`config.mk`:
```
export PLATFORM = sky130hd
export DESIGN_NAME = us_discovery_reply
export DESIGN_NICKNAME = d
export VERILOG_FILES = /design/src/common/us_pkg.sv /design/src/verilog/us_discovery_reply.sv
export SDC_FILE = /design/constraint.sdc
export NUM_CORES = 1
export LEC_CHECK = 0
export ABC_CLOCK_PERIOD_IN_PS = 2900
export BUFFER_PORTS_ARGS = -buffer_cell sky130_fd_sc_hd__buf_2
export CORE_MARGIN = 10
export CORE_UTILIZATION = 35
export DETAILED_ROUTE_END_ITERATION = 8
export SYNTH_ARGS = -nofsm -noshare
export SYNTH_HDL_FRONTEND = slang
export SYNTH_SLANG_ARGS = --single-unit
```
`constraint.sdc`:
```
create_clock -name clk -period 2.9 [get_ports clk]
set_clock_uncertainty 0.1 [all_clocks]
set_input_delay 0.145 -clock clk [delete_from_list [all_inputs] [get_ports clk]]
set_output_delay 0.145 -clock clk [all_outputs]
set_load 0.02 [all_outputs]
```
`src/common/us_pkg.sv`:
```
// Sizes fixed for 1032-byte data packets and 60-byte discovery replies; FIFO depth must stay 2**FIFO_AW
package us_pkg;

  // Payload and field types
  typedef logic [23:0] sample_t;      // One receiver word, I/Q packed
  typedef logic [10:0] pkt_len_t;     // UDP payload length
  typedef logic [31:0] seq_t;         // Data packet sequence number
  typedef logic [39:0] resp_t;        // Response word after each sync
  typedef logic [47:0] mac_t;         // Station address
  typedef logic [10:0] fifo_level_t;  // Sample FIFO fill count

  // Packet geometry
  localparam pkt_len_t DISC_LEN     = 11'd60;
  localparam pkt_len_t DATA_LEN     = 11'd1032;
  localparam pkt_len_t SUBFRAME_LEN = 11'd512;

  // Header words
  localparam logic [7:0] SYNC_BYTE  = 8'h7f;
  localparam logic [7:0] PKT_ID0    = 8'hef;
  localparam logic [7:0] PKT_ID1    = 8'hfe;
  localparam logic [7:0] DATA_TAG   = 8'h01;
  localparam logic [7:0] DATA_EP    = 8'h06;

  // Enough words buffered to fill both subframes without stalling
  localparam fifo_level_t SEND_THRESHOLD = 11'd334;

  // Sample buffer
  localparam int          FIFO_AW    = 10;
  localparam fifo_level_t FIFO_DEPTH = 11'd1024;

  // Command port
  localparam logic [5:0] CMD_ADDR_VNA = 6'h09;
  localparam int         VNA_BIT      = 23;

  // Discovery reply codes
  localparam logic [7:0] DISC_RUNNING = 8'h03;
  localparam logic [7:0] DISC_IDLE    = 8'h02;
  localparam logic [7:0] BOARD_HL     = 8'h06;
  localparam logic [7:0] BOARD_OTHER  = 8'h01;

endpackage

```
`src/verilog/us_discovery_reply.sv`:
```
// Idle output already holds the first reply byte so the arbiter sees byte 0 on the grant cycle
`timescale 1ns/1ps

module us_discovery_reply import us_pkg::*; #(
  parameter logic [7:0] board_nr  = 8'h00,
  parameter logic [7:0] serial_no = 8'h00
) (
  input  logic       clk,
  input  logic       rst_n,
  input  logic       disc_start,
  input  logic       run,
  input  logic       board_hl,
  input  mac_t       mac,
  output logic [7:0] disc_byte
);

  logic     busy;
  pkt_len_t idx;        // Index of the byte now on disc_byte
  pkt_len_t idx_next;
  logic     busy_next;
  logic [7:0] byte_next;

  always_comb begin
    idx_next  = idx;
    busy_next = busy;
    if (!busy) begin
      idx_next = '0;
      if (disc_start) begin
        idx_next  = 11'd1;
        busy_next = 1'b1;
      end
    end else if (idx == DISC_LEN - 11'd1) begin
      idx_next  = '0;  // Back to the preloaded first byte
      busy_next = 1'b0;
    end else begin
      idx_next = idx + 11'd1;
    end
  end

  always_comb begin
    case (idx_next)
      11'd0:   byte_next = PKT_ID0;
      11'd1:   byte_next = PKT_ID1;
      11'd2:   byte_next = run ? DISC_RUNNING : DISC_IDLE;
      11'd3:   byte_next = mac[47:40];  // MAC, MSB first
      11'd4:   byte_next = mac[39:32];
      11'd5:   byte_next = mac[31:24];
      11'd6:   byte_next = mac[23:16];
      11'd7:   byte_next = mac[15:8];
      11'd8:   byte_next = mac[7:0];
      11'd9:   byte_next = serial_no;
      11'd10:  byte_next = "H";
      11'd11:  byte_next = "E";
      11'd12:  byte_next = "R";
      11'd13:  byte_next = "M";
      11'd14:  byte_next = "E";
      11'd15:  byte_next = "S";
      11'd16:  byte_next = "L";
      11'd17:  byte_next = "T";
      11'd18:  byte_next = board_nr;
      default: byte_next = board_hl ? BOARD_HL : BOARD_OTHER;  // Tail fill
    endcase
  end

  always_ff @(posedge clk or negedge rst_n) begin
    if (!rst_n) begin
      busy      <= 1'b0;
      idx       <= '0;
      disc_byte <= PKT_ID0;
    end else begin
      busy      <= busy_next;
      idx       <= idx_next;
      disc_byte <= byte_next;
    end
  end

endmodule

```
-- Yosys cells after proc, flatten, opt, wreduce, memory -nomap -nowiden
Index checks and enable logic that the tools add are counted.
- register bits after elaboration: 20
- input port bits: 53
- output and inout bits: 8
- $add $sub $neg: 1
- equality and inequality tests: 19
- muxes and demuxes: 9
- reductions and logical operators: 3
- operators by type and width (operator ; number):
    one-hot mux 8 bit (17 select lines) ; 1
    == test 11 x 4 -> 1 bit, second input constant ; 8
    == test 11 x 3 -> 1 bit, second input constant ; 4
    == test 11 x 5 -> 1 bit, second input constant ; 3
    == test 11 x 2 -> 1 bit, second input constant ; 2
    2-to-1 mux 11 bit ; 2
    adder 11 x 1 -> 11 bit, second input constant ; 1
    == test 11 x 1 -> 1 bit, second input constant ; 1
    == test 11 x 6 -> 1 bit, second input constant ; 1
    zero test 11 bit ; 1
    2-to-1 mux 1 bit ; 5
    OR reduction 2 bit ; 2
    2-to-1 mux 3 bit ; 1

-- Logic depth before layout (Yosys ltp)
- word-level depth: 6
- depth in mapped cells: 10
- depth with buffers taken out: 10

-- Worst setup path after synthesis
No wires, ideal clock.
- path kind: reg2reg
- start: register idx[0]
- end: register disc_byte[0]
- library setup time: 0.082 ns
- data arrival time: 2.201 ns
- data required time: 2.718 ns
- setup slack: 0.517 ns
- stages on the path, launching flop included: 9
- buffers on the path: 0
- clock period less this slack: 2.383 ns
- path through: dfrtp_1 > ha_1 > and3_1 > nor3_1 > nor2_2 > nor4b_4 > a2111oi_4 > nor2_2 > mux2_4
- cells in the longest elaborated chain, start to end: 6
- elaborated cells on any way between the ends: 26
- RTL lines (what ; line ; text):
    start, declared ; us_discovery_reply.sv:18 ; pkt_len_t idx;
    start signal, assigned ; us_discovery_reply.sv:72 ; idx <= idx_next;
    adder 11 x 1 -> 11 bit / == test 11 x 6 -> 1 bit (equally long branches) ; us_discovery_reply.sv:36, us_discovery_reply.sv:32 ;
    2-to-1 mux 11 bit (*) ; us_discovery_reply.sv:32 ; end else if (idx == DISC_LEN - 11'd1) begin
    2-to-1 mux 11 bit (*) ; us_discovery_reply.sv:26 ; if (!busy) begin
    == test 11 x 5 -> 1 bit / == test 11 x 4 -> 1 bit (equally long branches) ; us_discovery_reply.sv:41 ; case (idx_next)
    OR reduction 2 bit (no source line) ; -- ;
    one-hot mux 8 bit (17 select lines) (*) ; us_discovery_reply.sv:41 ;
    named net byte_next[0] ; us_discovery_reply.sv:21 ; logic [7:0] byte_next;
    end signal, assigned ; us_discovery_reply.sv:73 ; disc_byte <= byte_next;
    end, declared ; us_discovery_reply.sv:14 ; output logic [7:0] disc_byte
Mark *: on every way through the listed nets, which the timed path passes. The rest lies on a longest branch.

-- Final worst setup path
Same ends and word-level chain as after synthesis.

==> results.toml <==
[critical_path]
critPathArrivalTime_ns = 2.82
crit_chain = "ha_1 -> nor3b_2 -> a31o_4 -> a211oi_2 -> a311o_1 -> a2111oi_4 -> nor2_2 -> mux2_4"
path_max_fanout = 6
cp_slowest_cell = "a211oi_2"
crit_required_ns = 3.00
rrSetupSlack_ns = 0.18
path_class = "flip-flop to flip-flop"
critPathMaxStageDelay_ns = 0.60
cp-end-kind = "flip-flop"
start_kind = "flip-flop"

[grt]
grt-ovfl-total = 0
grt_pass1_vias = 2178
grt_first_pass_wirelength_um = 11000
grt_max_degree = 21
gr-usage-all-layers = 0.135
antenna_found_initial = 0

[cts]
path_clk_slew_ns = 0.08
cts_buffer_depth = 2
clock-sinks = 20
h-tree-depth = 1
cts-root-buf = "clkbuf_8"
cts_inserted_buffers = 3
cts_tree = "done"
post_cts.repair.setup_buffers = 0
worstSkewPairLatency_ns = 0.27

[floorplanning]
die_area_mm2 = 0.00951
fp.dieH_um = 97.5
start_util = 0.357
core_mm2 = 0.00589
die-width_um = 97.5
io_pins = 61
rows = 28

[route]
dr.pass1.iters = 5
wl_per_cell_um = 17.6
vias = 2085
wirelength_um = 6560
drt_iter0_drc = 142
avgViaCountPerCell = 5.59
route.detailed.drc = 0
detail-route-antenna-nets = 0

[sta]
fin_tns_setup_ns = 0
slew_headroom = 0.531
rsz0062_at_grt = "false"
tightest_slew_ns = 0.702
setup_viol = 0
hold_viol = 0
whs_ns = 0.0193
max_freq_mhz = 367
fin_crit_ns = 2.72
finalCritPeriodShare = 0.939
maxSlewViolCount = 0

[run_status]
outcome = "finished, final reports clean"

[flow_run]
max_cap_viol_count = 0

[synthesis]
ys_ff_latch = 20
synth.avg_cell_area_um2 = 8.98
synth_cells = 234
synth-main-ff-cell = "dfrtp_1"
netlist_area_mm2 = 0.00210
ys_warn_count = 0
seq_area_frac_synth = 0.242
synth.distinct_cells = 81
synth_edf_count = 0
async_flop_share = 1.00
synthesis.nets = 288

[power_and_ir_drop]
p_int_uw = 1360
pwr-share-clk = 0.113
irDropWorstVdd_v = 0.000382
combPwrFrac = 0.696
powerDensity_mw_per_mm2 = 1000
leakagePower_uw = 0.00109
seqPwrFrac = 0.192
p_sw_uw = 1200
netSwitchingFraction = 0.469

[cells_and_area]
synthToLayoutAreaGrowth_pct = 21.9
num_antenna_cells = 0
layout_commonest_cell = "buf_2"
final_cell_mix = "buf_2 (60), nor2_1 (17), nand3_1 (15)"
nets = 353
instances_no_fill = 373
drive_above_1_share = 0.406

[place]
place.gp.congestion = 0.934
io_buffers = 60
post-dp-hpwl_um = 5250
dpl.cell_count = 368

[min_path]
hp-class = "input pin to flip-flop"
-- worst paths after layout --
kind / to / cells past startpoint / startpoint
min in group asynchronous: idx[2] / 2 / rst_n
setup reg to reg: disc_byte[0] / 8 / idx[0]
hold reg to reg: idx[10] / 2 / busy
max in group asynchronous: disc_byte[0] / 2 / rst_n
hold / removal: disc_byte[4] / 3 / mac[36]
setup / recovery: disc_byte[0] / 8 / idx[0]
-- sequential cells by signal, summed over array words and instances, names as in the netlist --
register and flops:
idx 11, busy 1, disc_byte 8
-- final cells by class --
type / instances / area, um2
well taps: 75 / 93.8
clock inverters: 1 / 30.0
flip-flops and latches: 20 / 509
multi-input cells: 191 / 1450
clock buffers: 3 / 41.3
repair buffers: 74 / 408
fillers: 591 / 3320
inverters: 9 / 33.8
-- worst max-delay path: cells and delay by family (launching register included) --
| family | cells | cell delay [ns] |
|---|---|---|
| and+or+nand+nor | 2 | 0.34 |
| muxes | 1 | 0.30 |
| adders and majority gates | 1 | 0.27 |
| AOI/OAI and AO/OA | 4 | 1.25 |
| DFF | 1 | 0.39 |
-- repair_timing --
action                                  CTS  global route
endpoints found under the setup margin    0             1
hold buffers                              1             0
gates resized for setup                   0             1
endpoints found under the hold margin    13             0
-- cells in the mapped netlist, drive strengths merged (3+ instances only) --
| cell | instances | area [um2] |
|---|---|---|
| a22oi | 11 | 87.6 |
| xor2 | 3 | 26.3 |
| nand3 | 16 | 85.1 |
| xnor2 | 10 | 106 |
| dfstp | 7 | 184 |
| nor2 | 20 | 82.6 |
| a31oi | 3 | 33.8 |
| nor2b | 3 | 26.3 |
| nand2b | 4 | 25.0 |
| inv | 9 | 33.8 |
| dfrtp | 13 | 325 |
| a221oi | 3 | 32.5 |
| and3 | 4 | 27.5 |
| o21ai | 12 | 60.1 |
| nor4 | 6 | 67.6 |
| and2 | 9 | 61.3 |
| buf | 12 | 96.3 |
| nand4 | 7 | 43.8 |
| nor3 | 5 | 25.0 |
| mux2i | 3 | 30.0 |
| a21oi | 9 | 48.8 |
| a211oi | 5 | 47.5 |
| nand2 | 15 | 63.8 |
-- per-layer routing --
layer	part of all wire	vias up	GRT usage
met2	0.48	95	0.220
met5	0	-	0
li1	-	1019	-
met3	0.065	4	0.0263
met4	0.0079	0	0.0280
met1	0.45	967	0.178
-- through the flow --
step / setup slack, ns / util / power [uW] / instance area, um2
3_3_place_gp: 0.208 / 0.420 / 2260 / 2470
2_1_floorplan: 0.517 / - / 1840 / 2100
4_1_cts: 0.205 / 0.433 / 2560 / 2550
6_report: 0.178 / 0.435 / 2570 / 2560
5_1_grt: 0.0384 / 0.435 / 2780 / 2560
3_5_place_dp: 0.204 / 0.420 / 2270 / 2470
-- cells by family (layout without fill, tap and decap cells) --
family / Yosys count / in the layout / synth area share
XOR/XNOR: 13 / 13 / 0.0631
flip-flops: 20 / 20 / 0.242
AND/OR/NAND/NOR: 103 / 103 / 0.308
AO/OA/AOI/OAI: 69 / 69 / 0.279
multiplexers: 5 / 5 / 0.0268
buffers and inverters: 23 / 87 / 0.0750
adder cells (fa/ha/maj): 1 / 1 / 0.00595
-- power groups by stage --
stage / Sequential [uW] / Clock, uW / Combinational [uW]
6_report: 493 / 289 / 1790
5_1_grt: 508 / 304 / 1970
4_1_cts: 494 / 292 / 1780
3_5_place_dp: 500 / 0 / 1770
3_3_place_gp: 496 / 0 / 1760
2_1_floorplan: 534 / 0 / 1310
Note: power is estimated with default switching activity, not from simulation.
