==> src/common/us_pkg.sv <==
// Sizes fixed for 1032-byte data packets and 60-byte discovery replies; FIFO depth must stay 2**FIFO_AW
package us_pkg;

  // Payload and field types
  typedef logic [23:0] sample_t;      // One receiver word, I/Q packed
  typedef logic [10:0] pkt_len_t;     // UDP payload length
  typedef logic [31:0] seq_t;         // Data packet sequence number
  typedef logic [39:0] resp_t;        // Response word after each sync
  typedef logic [47:0] mac_t;         // Station address
  typedef logic [10:0] fifo_level_t;  // Sample FIFO fill count

  // Packet geometry
  localparam pkt_len_t DISC_LEN     = 11'd60;
  localparam pkt_len_t DATA_LEN     = 11'd1032;
  localparam pkt_len_t SUBFRAME_LEN = 11'd512;

  // Header words
  localparam logic [7:0] SYNC_BYTE  = 8'h7f;
  localparam logic [7:0] PKT_ID0    = 8'hef;
  localparam logic [7:0] PKT_ID1    = 8'hfe;
  localparam logic [7:0] DATA_TAG   = 8'h01;
  localparam logic [7:0] DATA_EP    = 8'h06;

  // Enough words buffered to fill both subframes without stalling
  localparam fifo_level_t SEND_THRESHOLD = 11'd334;

  // Sample buffer
  localparam int          FIFO_AW    = 10;
  localparam fifo_level_t FIFO_DEPTH = 11'd1024;

  // Command port
  localparam logic [5:0] CMD_ADDR_VNA = 6'h09;
  localparam int         VNA_BIT      = 23;

  // Discovery reply codes
  localparam logic [7:0] DISC_RUNNING = 8'h03;
  localparam logic [7:0] DISC_IDLE    = 8'h02;
  localparam logic [7:0] BOARD_HL     = 8'h06;
  localparam logic [7:0] BOARD_OTHER  = 8'h01;

endpackage

==> src/verilog/us_tx_arbiter.sv <==
// Sources must present byte 0 before their start strobe; bytes are steered for exactly the length
`timescale 1ns/1ps

module us_tx_arbiter import us_pkg::*; (
  input  logic        clk,
  input  logic        rst_n,
  input  logic        discovery,
  input  logic        have_ip,
  input  logic        run,
  input  fifo_level_t level,
  input  logic        udp_tx_enable,
  input  logic [7:0]  disc_byte,
  input  logic [7:0]  pkt_byte,
  output logic        udp_tx_request,
  output pkt_len_t    udp_tx_length,
  output logic [7:0]  udp_tx_data,
  output logic        disc_start,
  output logic        pkt_start
);

  typedef enum logic [1:0] {A_IDLE, A_REQ, A_SEND} arb_state_t;

  arb_state_t state;
  logic       disc_pend;  // Discovery waiting to be served
  logic       sel_disc;   // Current source is the discovery reply
  pkt_len_t   cnt;        // Bytes left after the current one

  always_ff @(posedge clk or negedge rst_n) begin
    if (!rst_n) begin
      state          <= A_IDLE;
      disc_pend      <= 1'b0;
      sel_disc       <= 1'b0;
      cnt            <= '0;
      udp_tx_request <= 1'b0;
      udp_tx_length  <= '0;
      disc_start     <= 1'b0;
      pkt_start      <= 1'b0;
    end else begin
      disc_start <= 1'b0;
      pkt_start  <= 1'b0;
      case (state)
        A_IDLE: begin
          if (discovery || disc_pend) begin
            sel_disc       <= 1'b1;
            udp_tx_length  <= DISC_LEN;
            udp_tx_request <= 1'b1;
            state          <= A_REQ;
          end else if (have_ip && run && (level >= SEND_THRESHOLD)) begin
            sel_disc       <= 1'b0;
            udp_tx_length  <= DATA_LEN;
            udp_tx_request <= 1'b1;
            state          <= A_REQ;
          end
        end
        A_REQ: begin
          if (udp_tx_enable) begin
            udp_tx_request <= 1'b0;
            disc_start     <= sel_disc;
            pkt_start      <= !sel_disc;
            cnt            <= udp_tx_length - 11'd1;
            state          <= A_SEND;
          end
        end
        default: begin
          cnt <= cnt - 11'd1;
          if (cnt == '0) state <= A_IDLE;
        end
      endcase

      // Pending flag cleared at grant; a fresh pulse on that edge is kept
      if ((state == A_REQ) && udp_tx_enable && sel_disc) disc_pend <= 1'b0;
      if (discovery) disc_pend <= 1'b1;
    end
  end

  always_comb begin
    udp_tx_data = 8'h00;
    if (state == A_SEND) udp_tx_data = sel_disc ? disc_byte : pkt_byte;
  end

endmodule

==> config.mk <==
export PLATFORM = sky130hd
export DESIGN_NAME = us_tx_arbiter
export DESIGN_NICKNAME = d
export VERILOG_FILES = /design/src/common/us_pkg.sv /design/src/verilog/us_tx_arbiter.sv
export SDC_FILE = /design/constraint.sdc
export NUM_CORES = 1
export LEC_CHECK = 0
export BUFFER_PORTS_ARGS = -buffer_cell sky130_fd_sc_hd__buf_2
export CAP_MARGIN = 30
export CORE_AREA = 2 2 65 67
export CTS_BUF_LIST = sky130_fd_sc_hd__clkbuf_8 sky130_fd_sc_hd__clkbuf_16
export CTS_CLUSTER_DIAMETER = 80
export DETAILED_ROUTE_END_ITERATION = 16
export DIE_AREA = 0 0 67 69
export HOLD_SLACK_MARGIN = 0.05
export PLACE_DENSITY_LB_ADDON = 0.3
export RECOVER_POWER = 25
export SYNTH_ARGS = -nofsm -noshare
export SYNTH_HDL_FRONTEND = slang
export SYNTH_SLANG_ARGS = --single-unit
==> constraint.sdc <==
create_clock -name clk -period 1.88 [get_ports clk]
set_clock_uncertainty 0.15 [all_clocks]
set_input_delay 0.376 -clock clk [delete_from_list [all_inputs] [get_ports clk]]
set_output_delay 0.376 -clock clk [all_outputs]
set_load 0.01 [all_outputs]
# Word-level counts from Yosys, hierarchy flattened
# Cells that the tools add are included.
totals:
  register_bits: 29
  output_inout_bits: 22
op_classes:
  n_addsub: 2
  order_cmp: 1
  n_eq_ne: 4
  muxes: 23
  n_bitwise: 1
  n_reduce_logical: 16
op_table:
  columns: ["operator", "count"]
  rows:
  - ["$mux 11", 3]
  - ["$pmux 11 s2", 1]
  - ["$sub 11x1->11 const B", 2]
  - ["$mux 8", 2]
  - ["$ge 11x9->1 const B", 1]
  - ["$logic_not 11->1", 1]
  - ["$mux 1", 11]
  - ["$mux 2", 4]
  - ["$reduce_and 3->1", 2]
  - ["$reduce_bool 2->1", 3]
  - ["$logic_and 1x1->1", 4]
  - ["$pmux 2 s2", 1]
  - ["$reduce_and 2->1", 2]
  - ["$ne 3x3->1 const B", 1]
  - ["$reduce_bool 3->1", 1]
  - ["$eq 2x1->1 const B", 1]
  - ["$eq 2x2->1 const B", 1]
  - ["$logic_not 2->1", 1]
  - ["$ne 2x2->1 const B", 1]
  - ["$pmux 1 s2", 1]
  - ["$logic_not 1->1", 1]
  - ["$logic_or 1x1->1", 1]
  - ["$not 1->1", 1]

# Logic depth before layout (Yosys ltp)
# Gate-level depths: netlist (run 1).
depth:
  depth_word: 5
  depth_mapped: 9
  ltp_nobuf: 7

# Worst setup path after synthesis (run 1)
# Ideal clock, no wire load.
synth_path:
  path_type: "register -> register"
  start: "register state[1]"
  end: "register cnt[8]"
  setup_ps: 99
  arrival_time_ps: 1635
  path_slack_ps: -4
  path_stages_with_launch: 9
  path_buffers: 1
  period_less_slack_ps: 1884
  cell_sequence: "dfrtp_1 > nand2b_1 > buf_6 > nand2_1 > ha_1 > inv_1 > nor3_4 > a21oi_1 > a311oi_1"
synth_via:
  elab_chain_cells: 3
  elab_cells_between_ends: 6
synth_rtl:
  columns: ["element", "line_no", "text"]
  rows:
  - ["start, declared", "us_tx_arbiter.sv:23", "arb_state_t state;"]
  - ["start signal, assigned", "us_tx_arbiter.sv:30", "state <= A_IDLE;"]
  - ["start signal, assigned", "us_tx_arbiter.sv:47", "state <= A_REQ;"]
  - ["start signal, assigned", "us_tx_arbiter.sv:52", "state <= A_REQ;"]
  - ["$eq 2x1->1 / $logic_not 2->1 (equally long branches)", "us_tx_arbiter.sv:41", "case (state)"]
  - ["$ne 2x2->1 (no line) / $not 1->1 (equally long branches)", null, null]
  - ["$reduce_and 2->1 (no line)", null, null]
  - ["end signal, assigned", "us_tx_arbiter.sv:60", "cnt <= udp_tx_length - 11'd1;"]
  - ["end signal, assigned", "us_tx_arbiter.sv:65", "cnt <= cnt - 11'd1;"]
  - ["end, declared", "us_tx_arbiter.sv:26", "pkt_len_t cnt;"]
# Parallel ways exist; a longest one is shown, timed or not.
# A chain may end at the register's enable or synchronous reset.

# Worst setup path in the final report (run 1)
layout_path:
  start: "register state[1]"
  end: "register cnt[10]"
# The elaborated chain is that of the path after synthesis.

==> flow_summary.json, run 1 <==
{
  "status": "finished, final reports clean",
  "viasPerCell": 4.90,
  "syn_to_final_growth_pct": 32.6,
  "p_int_mw": 1.26,
  "ys_seq_area_frac": 0.373,
  "slew_violations": 0,
  "min_path_cells": 2,
  "grt_pass1_wl_um": 5520,
  "drt-initial-drc-count": 85,
  "maxSlewHeadroom": 0.663,
  "dp.final_hpwl_um": 2570,
  "dieArea_mm2": 0.00462,
  "cts_root_buf": "clkbuf_8",
  "tightestPinTransition_ns": 0.501,
  "path_class": "register to register",
  "cts_tree": "yes",
  "synth_area_leaders": "dfrtp_1 37%, mux2i_1 6.7%, nor2_1 5.9%",
  "whs_endpoint": "disc_pend",
  "peakVddDrop_mv": 0.649,
  "cp_num_buf_inv": 1,
  "leakagePower_nw": 0.922,
  "r2r_cells": 6,
  "cts_sinks": 20,
  "clk_path_buf_depth": 2,
  "timing.rr.end": "cnt[10]",
  "power_frac_seq": 0.339,
  "place_worst_setup_slack_ns": 0.0110,
  "grt_pass1_vias": 1211,
  "hold_slack_ns": 0.171,
  "die_w_um": 67,
  "min_from": "discovery",
  "worstReg2RegStart": "state[1]",
  "crit_family": "simple AND/OR/NAND/NOR gates",
  "layout_commonest_cell": "buf_2",
  "hold_path_class": "input pin to register",
  "grt_util_all_layers": 0.152,
  "cts_max_level": 1,
  "fmax_mhz": 548,
  "post-route-util": 0.454,
  "synthArstFlopShare": 1.00,
  "yosysUniqueCellTypes": 45,
  "wl_per_cell_um": 12.7,
  "clkTransAtPathRegs_ns": 0.08,
  "timing.final.ws_setup_ns": 0.0559,
  "hold_violations": 0,
  "ys_warn_count": 0,
  "pwr-share-clk": 0.158,
  "grt-ovfl-total": 0,
  "drcViolationCount": 0,
  "io_pins": 55,
  "drt_wl_total_um": 3350,
  "endpoint_kind": "register",
  "cpPeakStageDelay_ns": 0.39,
  "cp.required_ns": 1.90,
  "port_buffers": 47,
  "period_needed_ns": 1.82,
  "insertion_delay_ns": 0.26,
  "rsz0062_at_grt": "yes",
  "coreArea_mm2": 0.00391,
  "period_share": 0.970,
  "antenna_found_initial": 0,
  "max_cap_viol_count": 0,
  "cts_buffers": 3,
  "vias": 1288,
  "synth_top_cell_by_area": "dfrtp_1",
  "reg2reg_setup_slack_ns": 0.06,
  "ys_ff_latch": 20,
  "p_per_area_mw_per_mm2": 1190,
  "synth_top_area_frac": 0.373,
  "final_nets": 248,
  "tns_ns": 0,
  "most-common-layout-cells": "46 x buf_2, 21 x nor2_1, 19 x dfrtp_1, 15 x a21oi_1, 15 x buf_4",
  "drive_gt1_frac": 0.380,
  "p_switching_mw": 0.844,
  "arrival_ns": 1.84,
  "setup.worst_path.start_class": "register",
  "crit_slowest_cell": "dfrtp_1",
  "grt_max_degree": 21,
  "synth-edff-count": 0,
  "drt.antenna.violating_nets": 0,
  "antenna_cells": 0,
  "syn_inst": 154,
  "dr.pass1.iters": 4,
  "rows": 23,
  "cp_max_fo": 6,
  "startpoint": "state[1]",
  "syn_area_per_cell_um2": 8.70,
  "initial_core_util": 0.342,
  "pwr-share-comb": 0.503,
  "swShare": 0.400,
  "synthFlopType": "dfrtp_1",
  "setup_viol": 0,
  "fp.dieH_um": 69,
  "gp_congestion": 0.763,
  "netlist_area_mm2": 0.00134,
  "path_cells": "buf_6 > nor4b_4 > a21oi_2 > nor3_4 > a211oi_1 > a221oi_2"
}
==> synthesized netlist by cell type (2+ instances only) <==
master and instances:
and2_1 2, buf_4 9, dfrtp_1 20, nand2b_1 3, xnor2_1 2, nor2_1 21
a21oi_1 15, nor3_1 7, nand3_1 3, nand2_1 12, buf_2 3, mux2i_1 9
inv_1 7, o21ai_0 9, nor4_1 2
==> metrics by stage <==
stage | total power, mW | area [um2] | cells
CTS | 2.08 | 1740 | 260
global placement | 1.71 | 1660 | 255
finish | 2.11 | 1780 | 263
detailed placement | 1.73 | 1660 | 255
global route | 2.28 | 1780 | 263
floorplan | 1.41 | 1360 | 159
==> per-layer routing <==
| layer | GRT usage | wire length (um) | vias up |
|---|---|---|---|
| met5 | 0 | 0 | - |
| li1 | - | - | 641 |
| met3 | 0.0196 | 187 | 4 |
| met4 | 0.0431 | 24 | 0 |
| met2 | 0.245 | 1580 | 51 |
| met1 | 0.209 | 1560 | 592 |
==> power groups by stage <==
stage,logic (mW),clock network [mW],registers (mW)
after floorplan,0.710,0,0.699
after global placement,1.00,0,0.714
after detailed placement,1.01,0,0.713
after CTS,1.03,0.341,0.712
after global routing,1.18,0.360,0.741
final,1.06,0.333,0.715
==> logic make-up after synthesis <==
group,share of synthesized area
other,0.00280
AOI/OAI and AO/OA,0.179
xor gates and xnor gates,0.0196
and+or+nand+nor,0.245
adders and majority gates,0.00934
buffers and inverters,0.0952
muxes,0.0756
DFF,0.373
==> flip-flops by register name, summed over array words and instances (netlist names) <==
name	flops
udp_tx_length	3
udp_tx_request	1
disc_start	1
state	2
pkt_start	1
cnt	11
disc_pend	1
==> worst max path at each step <==
stage,endpoint,slack [ns],cells past startpoint
after floorplan,cnt[4],0.009,8
after global placement,cnt[8],0.09,6
after detailed placement,cnt[8],0.01,6
after CTS,udp_tx_data[0],0.001,4
after global routing,cnt[8],-0.09,6
final,cnt[10],0.06,6
==> final cells by class <==
| type | count | area, um2 |
|---|---|---|
| Inverter | 7 | 26.3 |
| Tap cell | 50 | 62.6 |
| Timing Repair Buffer | 65 | 389 |
| Fill cell | 423 | 2140 |
| Clock buffer | 4 | 55.1 |
| Sequential cell | 20 | 502 |
| Multi-Input combinational cell | 117 | 742 |
==> worst register-to-register path, stage by stage, from the launching register on <==
cell,delay [ns]
dfrtp_1,0.39
buf_6,0.14
nor4b_4,0.31
a21oi_2,0.11
nor3_4,0.30
a211oi_1,0.13
a221oi_2,0.20
==> what timing repair did <==
item	4_1_cts	5_1_grt
endpoints found under the setup margin	8	11
resized for setup	3	5
pin swaps	0	3
buffers inserted	0	3
hold buffers	1	0
hold endpoints to repair	20	0
No activity file was read; power rests on OpenSTA's default activity.
==> inputs of run 2 (changes only) <==
--- a/config.mk
+++ b/config.mk
@@ -13,7 +13,7 @@
 export DETAILED_ROUTE_END_ITERATION = 16
 export DIE_AREA = 0 0 67 69
 export HOLD_SLACK_MARGIN = 0.05
-export PLACE_DENSITY_LB_ADDON = 0.3
+export PLACE_DENSITY_LB_ADDON = 0.25
 export RECOVER_POWER = 25
 export SYNTH_ARGS = -nofsm -noshare
 export SYNTH_HDL_FRONTEND = slang
==> run 2 against run 1 <==
Via count grew 0.93%. Critical path depth is the same. Sequential share of layout area shrank 0.13 points. Cell area grew 0.21%. Utilization grew 0.096 points. Hold slack is essentially flat. First-iteration DRC count shrank 46%. Clock-buffer cell count shrank 1. Sequential power grew 1%. Combinational power is essentially flat. Largest cell class unchanged.
==> flow_summary.json, run 2 (synthesis results as in run 1) <==
{
  "initial_core_util": 0.342,
  "clk_path_buf_depth": 2,
  "cts_max_level": 1,
  "most-common-layout-cells": "46 x buf_2, 20 x dfrtp_1, 19 x nor2_1, 15 x a21oi_1, 13 x buf_4",
  "final_nets": 248,
  "fp.dieH_um": 69,
  "timing.rr.end": "cnt[4]",
  "whs_endpoint": "disc_pend",
  "largest_register_ffs": 11,
  "period_needed_ns": 1.85,
  "fillers": 408,
  "viasPerCell": 4.96,
  "grt_pass1_vias": 1275,
  "r2r_cells": 6,
  "drive_gt1_frac": 0.392,
  "multi_input_area_um2": 762,
  "dr.pass1.iters": 4,
  "leakagePower_nw": 0.926,
  "top_register": "cnt",
  "grt_util_all_layers": 0.156,
  "cp.required_ns": 1.87,
  "path_class": "register to register",
  "io_pins": 55,
  "rows": 23,
  "timing.final.ws_setup_ns": 0.0270,
  "port_buffers": 47,
  "worstReg2RegStart": "state[1]",
  "period_share": 0.986,
  "fmax_mhz": 540,
  "vias": 1300,
  "peakVddDrop_mv": 0.485,
  "stdcell_area_mm2": 0.00178,
  "tightestPinTransition_ns": 0.564,
  "slew_violations": 0,
  "status": "finished, final reports clean",
  "layout_commonest_cell": "buf_2",
  "drt.antenna.violating_nets": 0,
  "place_worst_setup_slack_ns": 0.0566,
  "cts_buffers": 3,
  "grt_max_degree": 21,
  "min_path_cells": 2,
  "max_cap_viol_count": 0,
  "cts_tree": "yes",
  "setup.worst_path.start_class": "register",
  "antenna_cells": 0,
  "min_from": "discovery",
  "drt_wl_total_um": 3430,
  "hold_violations": 0,
  "setup_viol": 0,
  "place_area_mm2": 0.00166,
  "drt-initial-drc-count": 46,
  "maxSlewHeadroom": 0.620,
  "antenna_found_initial": 0,
  "wl_per_cell_um": 13.1,
  "endpoint_kind": "register",
  "regArea_um2": 500,
  "rsz0062_at_grt": "yes",
  "dp.final_hpwl_um": 2640,
  "coreArea_mm2": 0.00391,
  "arrival_ns": 1.85,
  "gp_congestion": 0.811,
  "clkTransAtPathRegs_ns": 0.07,
  "syn_to_final_growth_pct": 32.9,
  "cts_sinks": 20,
  "hold_path_class": "input pin to register",
  "p_per_area_mw_per_mm2": 1170,
  "drcViolationCount": 0,
  "insertion_delay_ns": 0.26,
  "die_w_um": 67,
  "dieArea_mm2": 0.00462,
  "grt_pass1_wl_um": 5560,
  "reg2reg_setup_slack_ns": 0.03,
  "grt-ovfl-total": 0,
  "biggestRegsByFlops": "cnt x11, udp_tx_length x3, state x2",
  "cp_max_fo": 6,
  "cts_root_buf": "clkbuf_8"
}
==> run 2: area by class of cell <==
cell class	count	share of cell area
Inverter	7	0.0148
Tap cell	50	0.0351
Clock buffer	3	0.0232
Timing Repair Buffer	65	0.218
Multi-Input combinational cell	117	0.428
Sequential cell	20	0.281
==> run 2: critical path, stage by stage (launching register included) <==
cell and delay (ns):
dfrtp_1 0.41, buf_6 0.15, nor4b_4 0.35, a21oi_4 0.09, nor2_1 0.14, o21ai_0 0.09
a221o_1 0.36
==> run 2: power by group <==
group	total [mW]	switching [mW]	internal [mW]	leakage, nW
registers	0.725	0.149	0.576	0.235
logic	1.08	0.580	0.500	0.669
clock network	0.279	0.136	0.143	0.0216
==> run 2: worst max-delay path by stage <==
stage / cells past startpoint / slack (ns) / to / start
floorplan: 8 / 0.009 / cnt[4] / state[1]
global placement: 7 / 0.08 / cnt[4] / state[1]
detailed placement: 7 / 0.06 / cnt[4] / state[1]
CTS: 5 / 0.005 / udp_tx_data[0] / state[1]
global route: 6 / -0.04 / cnt[8] / state[1]
finish: 6 / 0.03 / cnt[4] / state[1]
==> run 2: timing repair <==
item,4_1_cts,5_1_grt
pin swaps,0,3
setup endpoints to repair,8,12
setup buffers,0,3
resized for setup,2,10
hold endpoints to repair,20,0
hold buffers,1,0
==> run 2: stage by stage <==
step	utilization	TNS (ns)	hold slack, ns	instances	power, mW
3_3_place_gp	0.424	0	0.206	255	1.71
5_1_grt	0.455	-0.123	0.187	262	2.25
4_1_cts	0.439	0	0.173	259	2.03
2_1_floorplan	-	0	-0.0696	159	1.41
6_report	0.455	0	0.172	262	2.08
3_5_place_dp	0.424	0	0.204	255	1.72
==> run 2: metal layers <==
metal  vias up  GRT usage  part of all wire
met5         -          0                 0
met4         0     0.0680             0.018
met3         5     0.0131             0.043
met2        42      0.271              0.51
met1       608      0.191              0.43
li1        645          -                 -
