--- config.mk ---
export PLATFORM = sky130hd
export DESIGN_NAME = us_frame_packer
export DESIGN_NICKNAME = d
export VERILOG_FILES = /design/src/common/us_pkg.sv /design/src/packer/us_frame_packer.sv
export SDC_FILE = /design/constraint.sdc
export NUM_CORES = 1
export LEC_CHECK = 0
export ABC_AREA = 1
export BUFFER_PORTS_ARGS = -buffer_cell sky130_fd_sc_hd__buf_2
export CAP_MARGIN = 25
export CORE_ASPECT_RATIO = 1.5
export CORE_MARGIN = 2
export CORE_UTILIZATION = 44
export CTS_CLUSTER_SIZE = 14
export DETAILED_ROUTE_END_ITERATION = 7
export GPL_TIMING_DRIVEN = 0
export PLACE_DENSITY = 0.69
export SYNTH_ARGS = -nofsm -noshare
export SYNTH_HDL_FRONTEND = slang
export SYNTH_SLANG_ARGS = --single-unit
--- constraint.sdc ---
create_clock -name clk -period 2.03 [get_ports clk]
set_input_delay 0 -clock clk [delete_from_list [all_inputs] [get_ports clk]]
set_output_delay 0 -clock clk [all_outputs]
set_load 0.1 [all_outputs]
--- src/common/us_pkg.sv ---
// Sizes fixed for 1032-byte data packets and 60-byte discovery replies; FIFO depth must stay 2**FIFO_AW
package us_pkg;

  // Payload and field types
  typedef logic [23:0] sample_t;      // One receiver word, I/Q packed
  typedef logic [10:0] pkt_len_t;     // UDP payload length
  typedef logic [31:0] seq_t;         // Data packet sequence number
  typedef logic [39:0] resp_t;        // Response word after each sync
  typedef logic [47:0] mac_t;         // Station address
  typedef logic [10:0] fifo_level_t;  // Sample FIFO fill count

  // Packet geometry
  localparam pkt_len_t DISC_LEN     = 11'd60;
  localparam pkt_len_t DATA_LEN     = 11'd1032;
  localparam pkt_len_t SUBFRAME_LEN = 11'd512;

  // Header words
  localparam logic [7:0] SYNC_BYTE  = 8'h7f;
  localparam logic [7:0] PKT_ID0    = 8'hef;
  localparam logic [7:0] PKT_ID1    = 8'hfe;
  localparam logic [7:0] DATA_TAG   = 8'h01;
  localparam logic [7:0] DATA_EP    = 8'h06;

  // Enough words buffered to fill both subframes without stalling
  localparam fifo_level_t SEND_THRESHOLD = 11'd334;

  // Sample buffer
  localparam int          FIFO_AW    = 10;
  localparam fifo_level_t FIFO_DEPTH = 11'd1024;

  // Command port
  localparam logic [5:0] CMD_ADDR_VNA = 6'h09;
  localparam int         VNA_BIT      = 23;

  // Discovery reply codes
  localparam logic [7:0] DISC_RUNNING = 8'h03;
  localparam logic [7:0] DISC_IDLE    = 8'h02;
  localparam logic [7:0] BOARD_HL     = 8'h06;
  localparam logic [7:0] BOARD_OTHER  = 8'h01;

endpackage

--- src/packer/us_frame_packer.sv ---
// Assumes enough FIFO words are buffered at start; never waits on the FIFO during a packet
`timescale 1ns/1ps

module us_frame_packer import us_pkg::*; (
  input  logic        clk,
  input  logic        rst_n,
  input  logic        run,
  input  logic        pkt_start,
  input  sample_t     head_data,
  input  logic        head_last,
  input  logic        head_mic,
  input  resp_t       resp,
  input  logic [5:0]  cmd_addr,
  input  logic [31:0] cmd_data,
  input  logic        cmd_rqst,
  output logic        pop,
  output logic [7:0]  pkt_byte,
  output logic        resp_rqst
);

  // State names the kind of byte loaded at the next edge
  typedef enum logic [2:0] {
    S_IDLE,
    S_HDR,
    S_SYNC,
    S_SAMP,
    S_MIC1,
    S_MIC0,
    S_PAD
  } state_t;

  state_t     state;
  logic [2:0] hdr_cnt;     // Header byte index to load
  logic [2:0] sync_cnt;    // Sync/response byte index to load
  logic [1:0] phase;       // Byte of the current sample word
  logic       second;      // Working on the second subframe
  pkt_len_t   sub_left;    // Subframe loads left, this one included
  pkt_len_t   round_cnt;   // Bytes of the current round so far
  seq_t       seq;
  logic       vna;
  logic       mic_bit;
  logic       body;
  logic       sub_end;
  pkt_len_t   room;
  pkt_len_t   round_total;

  assign body        = (state != S_IDLE) && (state != S_HDR);
  assign sub_end     = body && (sub_left == 11'd1);
  assign room        = sub_left - 11'd1;     // Bytes left after this load
  assign round_total = round_cnt + 11'd1;    // Round length once the last mic byte is in
  assign pop         = (state == S_SAMP) && (phase == 2'd2);

  always_ff @(posedge clk or negedge rst_n) begin
    if (!rst_n) begin
      vna <= 1'b0;
    end else if (cmd_rqst && (cmd_addr == CMD_ADDR_VNA)) begin
      vna <= cmd_data[VNA_BIT];
    end
  end

  always_ff @(posedge clk or negedge rst_n) begin
    if (!rst_n) begin
      state     <= S_IDLE;
      hdr_cnt   <= '0;
      sync_cnt  <= '0;
      phase     <= '0;
      second    <= 1'b0;
      sub_left  <= '0;
      round_cnt <= '0;
      seq       <= '0;
      mic_bit   <= 1'b0;
      resp_rqst <= 1'b0;
      pkt_byte  <= PKT_ID0;
    end else begin
      if (body) sub_left <= sub_left - 11'd1;

      case (state)
        S_IDLE: begin
          pkt_byte <= PKT_ID0;  // Byte 0 waits on the output
          if (pkt_start) begin
            pkt_byte <= PKT_ID1;
            hdr_cnt  <= 3'd2;
            second   <= 1'b0;
            state    <= S_HDR;
          end
        end
        S_HDR: begin
          hdr_cnt <= hdr_cnt + 3'd1;
          case (hdr_cnt)
            3'd2:    pkt_byte <= DATA_TAG;
            3'd3:    pkt_byte <= DATA_EP;
            3'd4:    pkt_byte <= seq[31:24];
            3'd5:    pkt_byte <= seq[23:16];
            3'd6:    pkt_byte <= seq[15:8];
            default: pkt_byte <= seq[7:0];
          endcase
          if (hdr_cnt == 3'd7) begin
            seq      <= seq + 32'd1;
            sync_cnt <= '0;
            sub_left <= SUBFRAME_LEN;
            state    <= S_SYNC;
          end
        end
        S_SYNC: begin
          sync_cnt <= sync_cnt + 3'd1;
          case (sync_cnt)
            3'd0, 3'd1, 3'd2: pkt_byte <= SYNC_BYTE;
            3'd3:    pkt_byte <= resp[39:32];
            3'd4:    pkt_byte <= resp[31:24];
            3'd5:    pkt_byte <= resp[23:16];
            3'd6:    pkt_byte <= resp[15:8];
            default: pkt_byte <= resp[7:0];
          endcase
          if (sync_cnt == 3'd7) begin
            resp_rqst <= ~resp_rqst;  // resp may change from next cycle
            phase     <= '0;
            round_cnt <= '0;
            state     <= S_SAMP;  // First round always starts
          end
        end
        S_SAMP: begin
          round_cnt <= round_cnt + 11'd1;
          case (phase)
            2'd0: begin
              pkt_byte <= head_data[23:16];
              phase    <= 2'd1;
            end
            2'd1: begin
              pkt_byte <= head_data[15:8];
              phase    <= 2'd2;
            end
            default: begin
              pkt_byte <= head_data[7:0];  // Word popped on this edge
              phase    <= 2'd0;
              mic_bit  <= head_mic;
              if (head_last) state <= S_MIC1;
            end
          endcase
        end
        S_MIC1: begin
          round_cnt <= round_cnt + 11'd1;
          pkt_byte  <= 8'h00;
          state     <= S_MIC0;
        end
        S_MIC0: begin
          round_cnt <= '0;
          pkt_byte  <= vna ? {7'b0, mic_bit} : 8'h00;
          state     <= (room >= round_total) ? S_SAMP : S_PAD;  // Room for another round
        end
        S_PAD: begin
          pkt_byte <= 8'h00;
        end
        default: state <= S_IDLE;
      endcase

      // Last load of a subframe overrides the next state
      if (sub_end) begin
        phase     <= '0;
        round_cnt <= '0;
        if (!second) begin
          second   <= 1'b1;
          sync_cnt <= '0;
          sub_left <= SUBFRAME_LEN;
          state    <= S_SYNC;
        end else begin
          state <= S_IDLE;
        end
      end

      if (!run) seq <= '0;  // Numbering restarts with each run
    end
  end

endmodule

Yosys cells after proc, flatten, opt, wreduce, memory -nomap -nowiden
Index checks and enable logic that the tools add are counted.
{"block": "totals", "reg_bits": 77, "in_bits": 109, "out_inout_bits": 10}
{"block": "op_classes", "addsub": 5, "order_cmp": 1, "eq_ne": 33, "n_mux": 40, "bitwise_logic": 2, "reduce_logical": 23}
{"operator": "two-way mux 32 bit", "count": 3}
{"operator": "case mux 8 bit (5 select lines)", "count": 2}
{"operator": "two-way mux 11 bit", "count": 7}
{"operator": "case mux 8 bit (6 select lines)", "count": 1}
{"operator": "equality test 3 bit (second input constant)", "count": 11}
{"operator": "two-way mux 3 bit", "count": 11}
{"operator": "case mux 11 bit (3 select lines)", "count": 1}
{"operator": "adder 32 x 1 -> 32 bit (second input constant)", "count": 1}
{"operator": "case mux 3 bit (7 select lines)", "count": 1}
{"operator": "equality test 3 x 2 -> 1 bit (second input constant)", "count": 6}
{"operator": "case mux 8 bit (2 select lines)", "count": 1}
{"operator": "inequality test 3 bit (second input constant)", "count": 5}
{"operator": "case mux 3 bit (2 select lines)", "count": 2}
{"operator": "AND reduction 2 bit", "count": 6}
{"operator": "adder 11 x 1 -> 11 bit (second input constant)", "count": 1}
{"operator": "equality test 11 x 1 -> 1 bit (second input constant)", "count": 1}
{"operator": ">= comparator 11 bit", "count": 1}
{"operator": "subtractor 11 x 1 -> 11 bit (second input constant)", "count": 1}
{"operator": "case mux 2 bit (2 select lines)", "count": 2}
{"operator": "adder 3 x 1 -> 3 bit (second input constant)", "count": 2}
{"operator": "equality test 3 x 1 -> 1 bit (second input constant)", "count": 2}
{"operator": "equality test 6 x 4 -> 1 bit (second input constant)", "count": 1}
{"operator": "zero test 3 bit", "count": 2}
{"operator": "two-way mux 2 bit", "count": 3}
{"operator": "other kinds (17)", "count": 30}

Logic depth before layout (Yosys ltp)
Gate-level depths: netlist of run 1.
{"block": "depth", "depth_word": 7, "mapped_depth": 16}

Worst setup path before layout of run 1
OpenSTA, ideal clock, no wires.
{"block": "synth_path", "path_type": "register -> output", "from": "reg state[2]", "to": "out pop", "arrival_ns": 2.317, "slack_ns": -0.287, "stages_incl_launch_ff": 8, "cell_sequence": "dfrtp_1 > buf_6 > inv_2 > nand2_1 > nor2_1 > buf_2 > nand2_1 > nor2_1"}
{"block": "synth_via", "elab_chain_cells": 2}
{"element": "start, declared", "line_no": "us_frame_packer.sv:32", "text": "state_t state;"}
{"element": "start signal, assigned", "line_no": "us_frame_packer.sv:148", "text": "state <= (room >= round_total) ? S_SAMP : S_PAD;"}
{"element": "equality test 3 x 2 -> 1 bit", "line_no": "us_frame_packer.sv:51", "text": "assign pop = (state == S_SAMP) && (phase == 2'd2);"}
{"element": "logical AND 1 bit", "line_no": "us_frame_packer.sv:51"}
{"element": "end, declared", "line_no": "us_frame_packer.sv:16", "text": "output logic pop,"}
No other way between the ends.

Worst setup path in the final report of run 1
{"block": "layout_path", "from": "reg sub_left[3]", "to": "reg state[0]"}
{"block": "layout_via", "elab_chain_cells": 5, "word_cells_on_any_way": 14, "cone_classes": "1 x add/sub; 1 x order compare; 7 x eq/ne; 3 x mux; 2 x reduce/logical"}
{"element": "start, declared", "line_no": "us_frame_packer.sv:37", "text": "pkt_len_t sub_left;"}
{"element": "start signal, assigned", "line_no": "us_frame_packer.sv:75", "text": "if (body) sub_left <= sub_left - 11'd1;"}
{"element": "subtractor 11 x 1 -> 11 bit", "line_no": "us_frame_packer.sv:49", "text": "assign room = sub_left - 11'd1;"}
{"element": ">= comparator 11 bit", "line_no": "us_frame_packer.sv:148"}
{"element": "two-way mux 3 bit", "line_no": "us_frame_packer.sv:148"}
{"element": "case mux 3 bit (7 select lines)", "line_no": "us_frame_packer.sv:77", "text": "case (state)"}
{"element": "two-way mux 3 bit", "line_no": "us_frame_packer.sv:157", "text": "if (sub_end) begin"}
Parallel ways exist; a longest one is shown, timed or not.
A chain may end at the register's enable or synchronous reset.

==> results of run 1 <==
-- Yosys cell counts (4+ instances only) --
| cell type | n | area share |
|---|---|---|
| a211oi_1 | 5 | 0.0067 |
| a21oi_1 | 33 | 0.029 |
| a31oi_1 | 5 | 0.0056 |
| buf_2 | 4 | 0.0036 |
| clkbuf_1 | 10 | 0.0067 |
| dfrtp_1 | 70 | 0.31 |
| dfstp_2 | 7 | 0.033 |
| ha_1 | 27 | 0.060 |
| inv_1 | 99 | 0.066 |
| nand2_1 | 247 | 0.17 |
| nand3_1 | 61 | 0.055 |
| nand4_1 | 25 | 0.028 |
| nor2_1 | 110 | 0.074 |
| nor3_1 | 19 | 0.017 |
| o2111ai_1 | 4 | 0.0063 |
| o21ai_0 | 55 | 0.049 |
| o21bai_1 | 4 | 0.0054 |
| xor2_1 | 14 | 0.022 |
-- registers in the layout, indices dropped and copies added, names as in the netlist --
| signal | cells |
|---|---|
| sync_cnt | 3 |
| state | 3 |
| pkt_byte | 8 |
| second | 1 |
| hdr_cnt | 3 |
| mic_bit | 1 |
| phase | 2 |
| seq | 32 |
| resp_rqst | 1 |
| sub_left | 11 |
| vna | 1 |
| round_cnt | 11 |
-- power groups by stage --
stage	clock network (mW)	registers [mW]	logic (mW)
after global routing	1.67	2.32	5.37
after CTS	1.61	2.25	4.53
after floorplan	0	2.86	2.64
after global placement	0	2.25	4.22
after detailed placement	0	2.25	4.26
final	1.60	2.27	4.78
-- layout make-up --
cell class                      instances  area, um2  share of cell area
Tap cell                              156      195.2             0.02804
Timing Repair Buffer                  110      648.1             0.09310
Clock inverter                          5      52.55            0.007549
Sequential cell                        77       1942              0.2789
Inverter                              102      382.9             0.05500
Clock buffer                           10      229.0             0.03289
Multi-Input combinational cell        639       3425              0.4919
Buffer                                 14      87.58             0.01258
-- stage by stage --
| step | instances | worst slack, ns | cell area [um2] | util |
|---|---|---|---|---|
| final | 1113 | -0.1186 | 6962 | 0.5592 |
| after detailed placement | 1079 | -0.4019 | 6286 | 0.5049 |
| after global placement | 1078 | -0.3828 | 6256 | 0.5025 |
| after global routing | 1113 | -0.3103 | 6962 | 0.5592 |
| after CTS | 1110 | -0.1441 | 6808 | 0.5468 |
| after floorplan | 835 | -0.07140 | 5625 | - |
-- final timing paths --
check                                               end  cells after the start
max in group asynchronous       pkt_byte[7]$_DFFE_PN1P_                      3
worst max-delay path               state[0]$_DFFE_PN0P_                     15
worst min-delay path                    vna$_DFFE_PN0P_                      4
worst max register to register     state[0]$_DFFE_PN0P_                     15
worst min register to register    resp_rqst$_DFFE_PN0P_                      1
min in group asynchronous          phase[1]$_DFFE_PN0P_                      2
-- timing repair --
action,CTS,global route
hold buffers,3,0
buffers inserted,14,5
endpoints found under the setup margin,21,42
pin swaps,13,21
hold endpoints to repair,35,0
gates resized for setup,23,39
-- per-layer routing --
metal / part of all wire / GRT usage / up-vias
met5: 0 / 0 / -
met3: 0.039 / 0.02701 / 52
met4: 0.043 / 0.1361 / 0
met1: 0.41 / 0.2954 / 2744
li1: - / - / 2945
met2: 0.50 / 0.4254 / 147
-- layout by cell type, fill, tap and decap left out, types with 4 or more instances in the layout --
cell	synthesis	final
nand3_1	61	56
inv_1	99	96
buf_6	3	5
clkbuf_1	10	6
buf_4	0	20
xor2_1	14	11
a211oi_1	5	5
nand2_1	247	238
o21bai_1	4	4
nor2_2	2	7
o21ai_0	55	54
clkbuf_16	0	9
nand4_1	25	25
ha_4	0	4
dfrtp_2	0	5
o2111ai_1	4	4
nor2_4	3	7
dfstp_2	7	7
nor2_1	110	101
a31oi_1	5	5
nand3_2	2	6
buf_2	4	88
inv_2	3	6
ha_1	27	21
a21oi_1	33	31
nand2_2	3	8
nand2_4	0	4
nor3_1	19	15
dfrtp_1	70	65
-- worst reg2reg max path: cells and delay by family (launching register included) --
family	cells	cell delay [ns]
AO/OA/AOI/OAI	2	0.24
XOR/XNOR	1	0.23
adder cells (fa/ha/maj)	1	0.24
buffers and inverters	1	0.13
flip-flops	1	0.43
AND/OR/NAND/NOR	10	0.76
-- cells by family (layout without fill, tap and decap cells) --
logic type | Yosys count | after routing | synth area share
adder cells (fa/ha/maj) | 27 | 27 | 0.06031
AND/OR/NAND/NOR | 479 | 479 | 0.3663
AO/OA/AOI/OAI | 115 | 115 | 0.1141
multiplexers | 2 | 2 | 0.004020
buffers and inverters | 119 | 241 | 0.08466
XOR/XNOR | 16 | 16 | 0.02502
flip-flops | 77 | 77 | 0.3455
==> metrics.txt, run 1 <==
clock latency on the worst-skew pair around 0.35 ns; DR iter-0 viols 250; Antenna Cells 0; crit path from sub_left[3]$_DFF_PN0_; Data required, critical path around 2.3 ns; layout cell share with drive strength beyond 1 0.2111; sequential area share after synthesis 0.3455; number of remaining DRC errors 0; post-synthesis cell area about 5600 um2; Nets approximately 1100; Netlist cell types 38; WL per Instance roughly 15 um; Sw Ratio 0.4823; IO buf count between 80 and 90; crit path kind flop to flop; routability cong. roughly 0.97; Reg-to-Reg Start sub_left[3]$_DFF_PN0_; Most used DFF post-synth dfrtp_1; post-synthesis instance total 835; # IOs 119; Mapped Nets 971; combinational power share 0.553; GRT Overall Usage 0.2478; Synth warnings 0; fillers 1250; internal power approximately 4.5 mW; core area ~12000 um2; Tcrit/Tclk final 1.058; Layout area overhead 24.28%; Crit. End Element flop; slowest CP cell dfrtp_1; TritonCTS clock tree done; # rows 50; Async S/R FF share, synth 1.000; Flop pwr share 0.263; clock buffer depth 2; drt total wl between 15 and 20 mm; # setup viols final 2; Worst Max-Slew Pin Slew 0.6618 ns; initial antenna violation count 0; first-pass GRT wire length 26.57 mm; worst-path maximum fanout 3; violated checks negative setup slack; CTS root buf clkbuf_16; Worst Setup Start Kind flop; Critical Path AT between 2 and 2.5 ns; fmax about 470 MHz; CP cell instances nor2_4 > buf_4 > nand2_2 > nor2_4 > nand2_2 > xor2_2 > ha_4 > a21oi_2 > nand2_1 > a21oi_2 > nand2_1 > nand2_1 > nand2_1 > nand2_1 > nand2_1; max_cap viols 0; sw power approximately 4.2 mW; Crit path max-delay family simple AND/OR/NAND/NOR gates; Lkg Pwr approximately 3.4 nW; Worst Hold Launch cmd_addr[5]; r2r setup slk -0.12 ns; vias 5888; total grt overflow 0; Max VDD drop around 520 uV; slowest stage delay, CP 0.43 ns; max-slew violation count 0; final worst slack -0.1186 ns; Bufs and invs on worst path 1; Via density roughly 5.3; outcome finished with violations; Starting Density 0.4499; hold slack roughly 0.0083 ns; largest net degree at the start of global routing between 40 and 50; first-pass iteration count of the detailed router 5; Clk pin slew, worst setup/hold paths ~0.06 ns; Seq cells post-synth a little under 80; Num Clock Sinks just under 80; Die Wd 96.13 um; total power a little under 9 mW; min Tclk post-route ~2.1 ns; htree depth 3; most frequent cell on the critical path nand2_1; die area approximately 14000 um2; total CTS buffers 9; Max-slew headroom 0.5554; clock share of power 0.185; Worst Hold Class input port to flop; final hold violations 0; Mean Syn Cell Area between 6 and 7 um2; post-DP HPWL roughly 12 mm; Post-DRT Antenna Nets 0; Post-synth EDFFs 0; vias in the first global route 5775; Die Y-Extent between 100 and 150 um; TNS Setup -0.2014 ns; P per Cell Area between 1000 and 1500 nW/um2; RSZ-0062 raised after global routing true; Clock Skew 0.009290 ns
No activity file was read; power rests on OpenSTA's default activity.
==> inputs of run 2 (changes only) <==
- CTS_BUF_LIST: not set -> sky130_fd_sc_hd__clkbuf_4 sky130_fd_sc_hd__clkbuf_8
==> run 2 against run 1 <==
Net effect: the flow still finishes with violations (negative setup slack); register-to-register slack lost 0.08 ns; routed wire length up 1.5%; non-clock buffer count up 7; sequential share of layout area decreased by 0.12 points; setup slack worse by 0.077 ns; final area increased by 0.36%; clock skew rose by 0.0043 ns; hold slack improved by 0.029 ns; critical path type unchanged.
==> metrics.txt, run 2 (synthesis gave the netlist of run 1 again) <==
Critical Path AT 2.48 ns; clock share of power 0.140; layout cell share with drive strength beyond 1 0.2220; outcome finished with violations; post-DP HPWL 12.37 mm; Clk pin slew, worst setup/hold paths 0.09 ns; Antenna Cells 0; P per Cell Area around 1200 nW/um2; max-slew violation count 0; Nets around 1100; vias in the first global route approximately 5800; Largest Register seq; Max VDD drop 530.4 uV; placed cell count ~1100; final worst slack -0.1957 ns; RSZ-0062 raised after global routing true; most frequent cells in the layout nand2_1, nor2_1, inv_1; Worst Max-Slew Pin Slew roughly 0.7 ns; combinational power share 0.588; CTS root buf clkbuf_8; crit path kind flop to flop; worst-path maximum fanout 5; Worst Setup Start Kind flop; fmax about 450 MHz; Flop pwr share 0.272; htree depth 3; Worst Hold Class input port to flop; fillers approximately 1200; Die Wd ~96 um; routability cong. ~0.97; GRT Overall Usage 0.2458; Die Y-Extent between 100 and 150 um; first-pass GRT wire length between 20 and 30 mm; # IOs about 120; number of remaining DRC errors 0; initial antenna violation count 0; max_cap viols 0; vias ~5900; DR iter-0 viols roughly 290; most common cell after layout, fill and taps aside nand2_1; WL per Instance around 15 um; first-pass iteration count of the detailed router 5; Data required, critical path between 2 and 2.5 ns; Via density approximately 5.3; IO buf count between 80 and 90; final hold violations 0; Sw Ratio 0.5009; violated checks negative setup slack; TNS Setup -0.3105 ns; # setup viols final 2; Max-slew headroom 0.5282; sw power about 4.2 mW; TritonCTS clock tree done; Num Clock Sinks between 70 and 80; Layout area overhead 24.73%; Tcrit/Tclk final 1.096; core area between 10000 and 15000 um2; clock buffer depth 2; total power 8.353 mW; Starting Density 0.4499; largest net degree at the start of global routing 45; Largest regs seq (32), round_cnt (11), sub_left (11); total CTS buffers 9; clock latency on the worst-skew pair between 0.3 and 0.4 ns; Crit. End Element flop; Clock Skew ~0.014 ns; min Tclk post-route around 2.2 ns; Core Util, Final 0.5612; drt total wl 16.54 mm; # rows 50; die area around 14000 um2; internal power 4.169 mW; Non-Filler Instances between 1000 and 1500; Lkg Pwr 3.372 nW; total grt overflow 0; Post-DRT Antenna Nets 0; max FFs per register 32
[run 2: changes by cell type in the layout (fill, tap and decap cells not counted), sizes merged]
cell / before / now
buf: 114 / 118
dlygate4sd3: 3 / 6
[run 2: power groups by stage]
stage,Combinational (mW),Clock [mW],Sequential [mW]
6_report,4.91,1.17,2.27
5_1_grt,5.50,1.25,2.33
2_1_floorplan,2.64,0,2.86
3_3_place_gp,4.22,0,2.25
3_5_place_dp,4.26,0,2.25
4_1_cts,4.50,1.19,2.24
[run 2: layout make-up]
class / count / area, um2 / area share
Buffer: 14 / 97.59 / 0.01397
Clock buffer: 10 / 131.4 / 0.01880
Clock inverter: 5 / 52.55 / 0.007521
Inverter: 102 / 382.9 / 0.05480
Multi-Input combinational cell: 639 / 3472 / 0.4970
Sequential cell: 77 / 1941 / 0.2778
Tap cell: 156 / 195.2 / 0.02794
Timing Repair Buffer: 117 / 714.4 / 0.1023
[run 2: repair_timing]
item	4_1_cts	5_1_grt
gates resized for setup	21	59
pin swaps	9	21
hold endpoints to repair	37	0
setup buffers	10	12
setup endpoints to repair	21	42
hold buffers	6	0
gates cloned	0	1
[run 2: per-stage QoR]
stage | hold WS, ns | worst slack [ns] | cell area, um2
floorplan | -0.2956 | -0.07140 | 5625
global placement | 0.2391 | -0.3828 | 6256
detailed placement | -0.008134 | -0.4019 | 6286
CTS | 0.01941 | -0.1544 | 6701
global route | 0.06425 | -0.3666 | 6987
finish | 0.03764 | -0.1957 | 6987
[run 2: routing by layer]
metal / global-route usage / vias to the layer above / routed length (um)
met4: 0.1150 / 0 / 556
met3: 0.03284 / 42 / 670
met5: 0 / - / 0
met1: 0.2931 / 2747 / 6802
met2: 0.4273 / 146 / 8510
li1: - / 2966 / -
[run 2: path summary, 6_finish.rpt]
kind	startpoint	end	slack, ns	cells after the start
setup / recovery	sub_left[3]$_DFF_PN0_	state[0]$_DFFE_PN0P_	-0.20	13
hold / removal	run	seq[8]$_DFFE_PN0P_	0.04	3
setup reg to reg	sub_left[3]$_DFF_PN0_	state[0]$_DFFE_PN0P_	-0.20	13
hold reg to reg	resp_rqst$_DFFE_PN0P_	resp_rqst$_DFFE_PN0P_	0.48	1
max in group asynchronous	rst_n	pkt_byte[6]$_DFFE_PN1P_	1.24	3
min in group asynchronous	rst_n	phase[1]$_DFFE_PN0P_	0.13	2
[run 2: worst max-delay path, cell delays in order, from the launching register on]
cell,delay (ns)
dfrtp_1,0.43
nor2_4,0.18
nand4_1,0.20
nor3_2,0.23
xor2_1,0.23
ha_1,0.29
nand2_2,0.08
nor2_1,0.05
a21oi_2,0.15
nand2_1,0.07
nand2_1,0.05
nand2_1,0.04
nand2_1,0.06
nand2_1,0.04
==> inputs of run 3 (changes only) <==
- CTS_BUF_LIST: sky130_fd_sc_hd__clkbuf_4 sky130_fd_sc_hd__clkbuf_8 -> sky130_fd_sc_hd__clkbuf_16
- CTS_CLUSTER_SIZE: 14 -> not set
==> run 3 against run 2 <==
Net effect: the flow still finishes with violations (negative setup slack); critical path depth grew 2; combinational power is 3% lower; via count is 0.22% lower; core utilization is 0.20 points lower; clock power increased by 36%; non-clock buffer count down 7; cell count down 0.63%; sequential share of layout area rose by 0.12 points; die area unchanged; highest routed layer unchanged.
==> metrics.txt, run 3 (synthesis gave the netlist of run 1 again) <==
clock buffer depth 2; Antenna Cells 0; Nets 1089; Core Util, Final 0.5592; TritonCTS clock tree done; most frequent cell on the critical path nand2_1; # rows 50; Worst Hold Class input port to flop; placed cell count between 1000 and 1500; max FFs per register 32; layout cell share with drive strength beyond 1 0.2111; # setup viols final 2; Critical Path AT approximately 2.4 ns; Crit. End Element flop; outcome finished with violations; placed inst area approximately 6300 um2; TNS Setup -0.2010 ns; final hold violations 0; Die Wd a little under 100 um; fmax 465.5 MHz; htree depth 3; Lkg Pwr approximately 3.4 nW; slowest CP cell dfrtp_1; Post-Place Setup Slack -0.4019 ns; die area ~14000 um2; clock latency on the worst-skew pair about 0.35 ns; Post-DRT Antenna Nets 0; CP cell instances nor2_4 > buf_4 > nand2_2 > nor2_4 > nand2_2 > xor2_2 > ha_4 > a21oi_2 > nand2_1 > a21oi_2 > nand2_1 > nand2_1 > nand2_1 > nand2_1 > nand2_1; CTS root buf clkbuf_16; core area ~12000 um2; vias 5888; Worst Max-Slew Pin Slew 0.6618 ns; largest net degree at the start of global routing 45; Layout area overhead 24.28%; Die Y-Extent 142.2 um; worst-path maximum fanout 3; Starting Density 0.4499; crit path kind flop to flop; most frequent cells in the layout nand2_1, nor2_1, inv_1; Clock Skew slightly above 0.009 ns; Num Clock Sinks slightly below 80; first-pass GRT wire length ~27 mm; P per Cell Area roughly 1200 nW/um2; IO buf count 87; first-pass iteration count of the detailed router 5; Data required, critical path between 2 and 2.5 ns; GRT Overall Usage 0.2478; design area between 6000 and 7000 um2; # IOs between 100 and 150; violated checks negative setup slack; most common cell after layout, fill and taps aside nand2_1; slowest stage delay, CP roughly 0.43 ns; initial antenna violation count 0; RSZ-0062 raised after global routing true; total grt overflow 0; WL per Instance between 10 and 15 um; Via density approximately 5.3; number of remaining DRC errors 0; drt total wl ~16 mm; Worst Setup Start Kind flop; Largest Register seq; Clk pin slew, worst setup/hold paths 0.06 ns; Max VDD drop between 500 and 600 uV; Largest regs seq (32), round_cnt (11), sub_left (11); routability cong. around 0.97; min Tclk post-route ~2.1 ns; total CTS buffers 9; post-DP HPWL roughly 12 mm; max-slew violation count 0; Non-Filler Instances approximately 1100; final worst slack -0.1185 ns; max_cap viols 0; total power between 8 and 9 mW; Tcrit/Tclk final 1.058; DR iter-0 viols 250; hold slack 0.008350 ns; vias in the first global route ~5800; Max-slew headroom 0.5554
run 3: cell count changes in the layout (fill, tap and decap cells not counted), sizes merged:
cell / previous run / this run
inv: 102 / 103
buf: 118 / 114
dlygate4sd3: 6 / 3
clkbuf: 17 / 16
run 3: layout make-up:
type / count / area (um2)
clock inverter: 6 / 56.30
sequential: 77 / 1942
multi-input combinational: 639 / 3425
tap: 156 / 195.2
clock buffer: 9 / 225.2
fill: 1250 / 5488
inverter: 102 / 382.9
buffer: 14 / 87.58
timing repair buffer: 110 / 648.1
run 3: what timing repair did:
item,4_1_cts,5_1_grt
setup buffers,14,5
endpoints found under the setup margin,21,42
hold endpoints to repair,35,0
gates resized for setup,23,39
hold buffers,3,0
pin swaps,13,21
run 3: per-layer routing:
metal,up-vias,GRT usage,part of all wire
li1,2945,-,-
met1,2744,0.2954,0.41
met2,147,0.4254,0.50
met3,52,0.02701,0.039
met4,0,0.1361,0.043
met5,-,0,0
run 3: worst max-delay path: cells and delay by family, from the launching register on:
family	cells	cell delay, ns
compound gates	2	0.24
buf+inv	1	0.13
fa+ha+maj	1	0.24
simple gates	10	0.76
xor+xnor	1	0.23
flops	1	0.43
run 3: path summary, 6_finish.rpt:
check,startpoint,end,slack (ns),cells past startpoint
max,sub_left[3]$_DFF_PN0_,state[0]$_DFFE_PN0P_,-0.12,15
min,cmd_addr[5],vna$_DFFE_PN0P_,0.008,4
max reg2reg,sub_left[3]$_DFF_PN0_,state[0]$_DFFE_PN0P_,-0.12,15
min reg2reg,resp_rqst$_DFFE_PN0P_,resp_rqst$_DFFE_PN0P_,0.47,1
max in group asynchronous,rst_n,pkt_byte[7]$_DFFE_PN1P_,1.22,3
min in group asynchronous,rst_n,phase[1]$_DFFE_PN0P_,0.15,2
run 3: report_power, final:
part / switching (mW) / internal (mW) / total [mW]
registers: 0.331 / 1.94 / 2.27
logic: 3.18 / 1.60 / 4.78
clock network: 0.658 / 0.934 / 1.59
total: 4.17 / 4.47 / 8.64
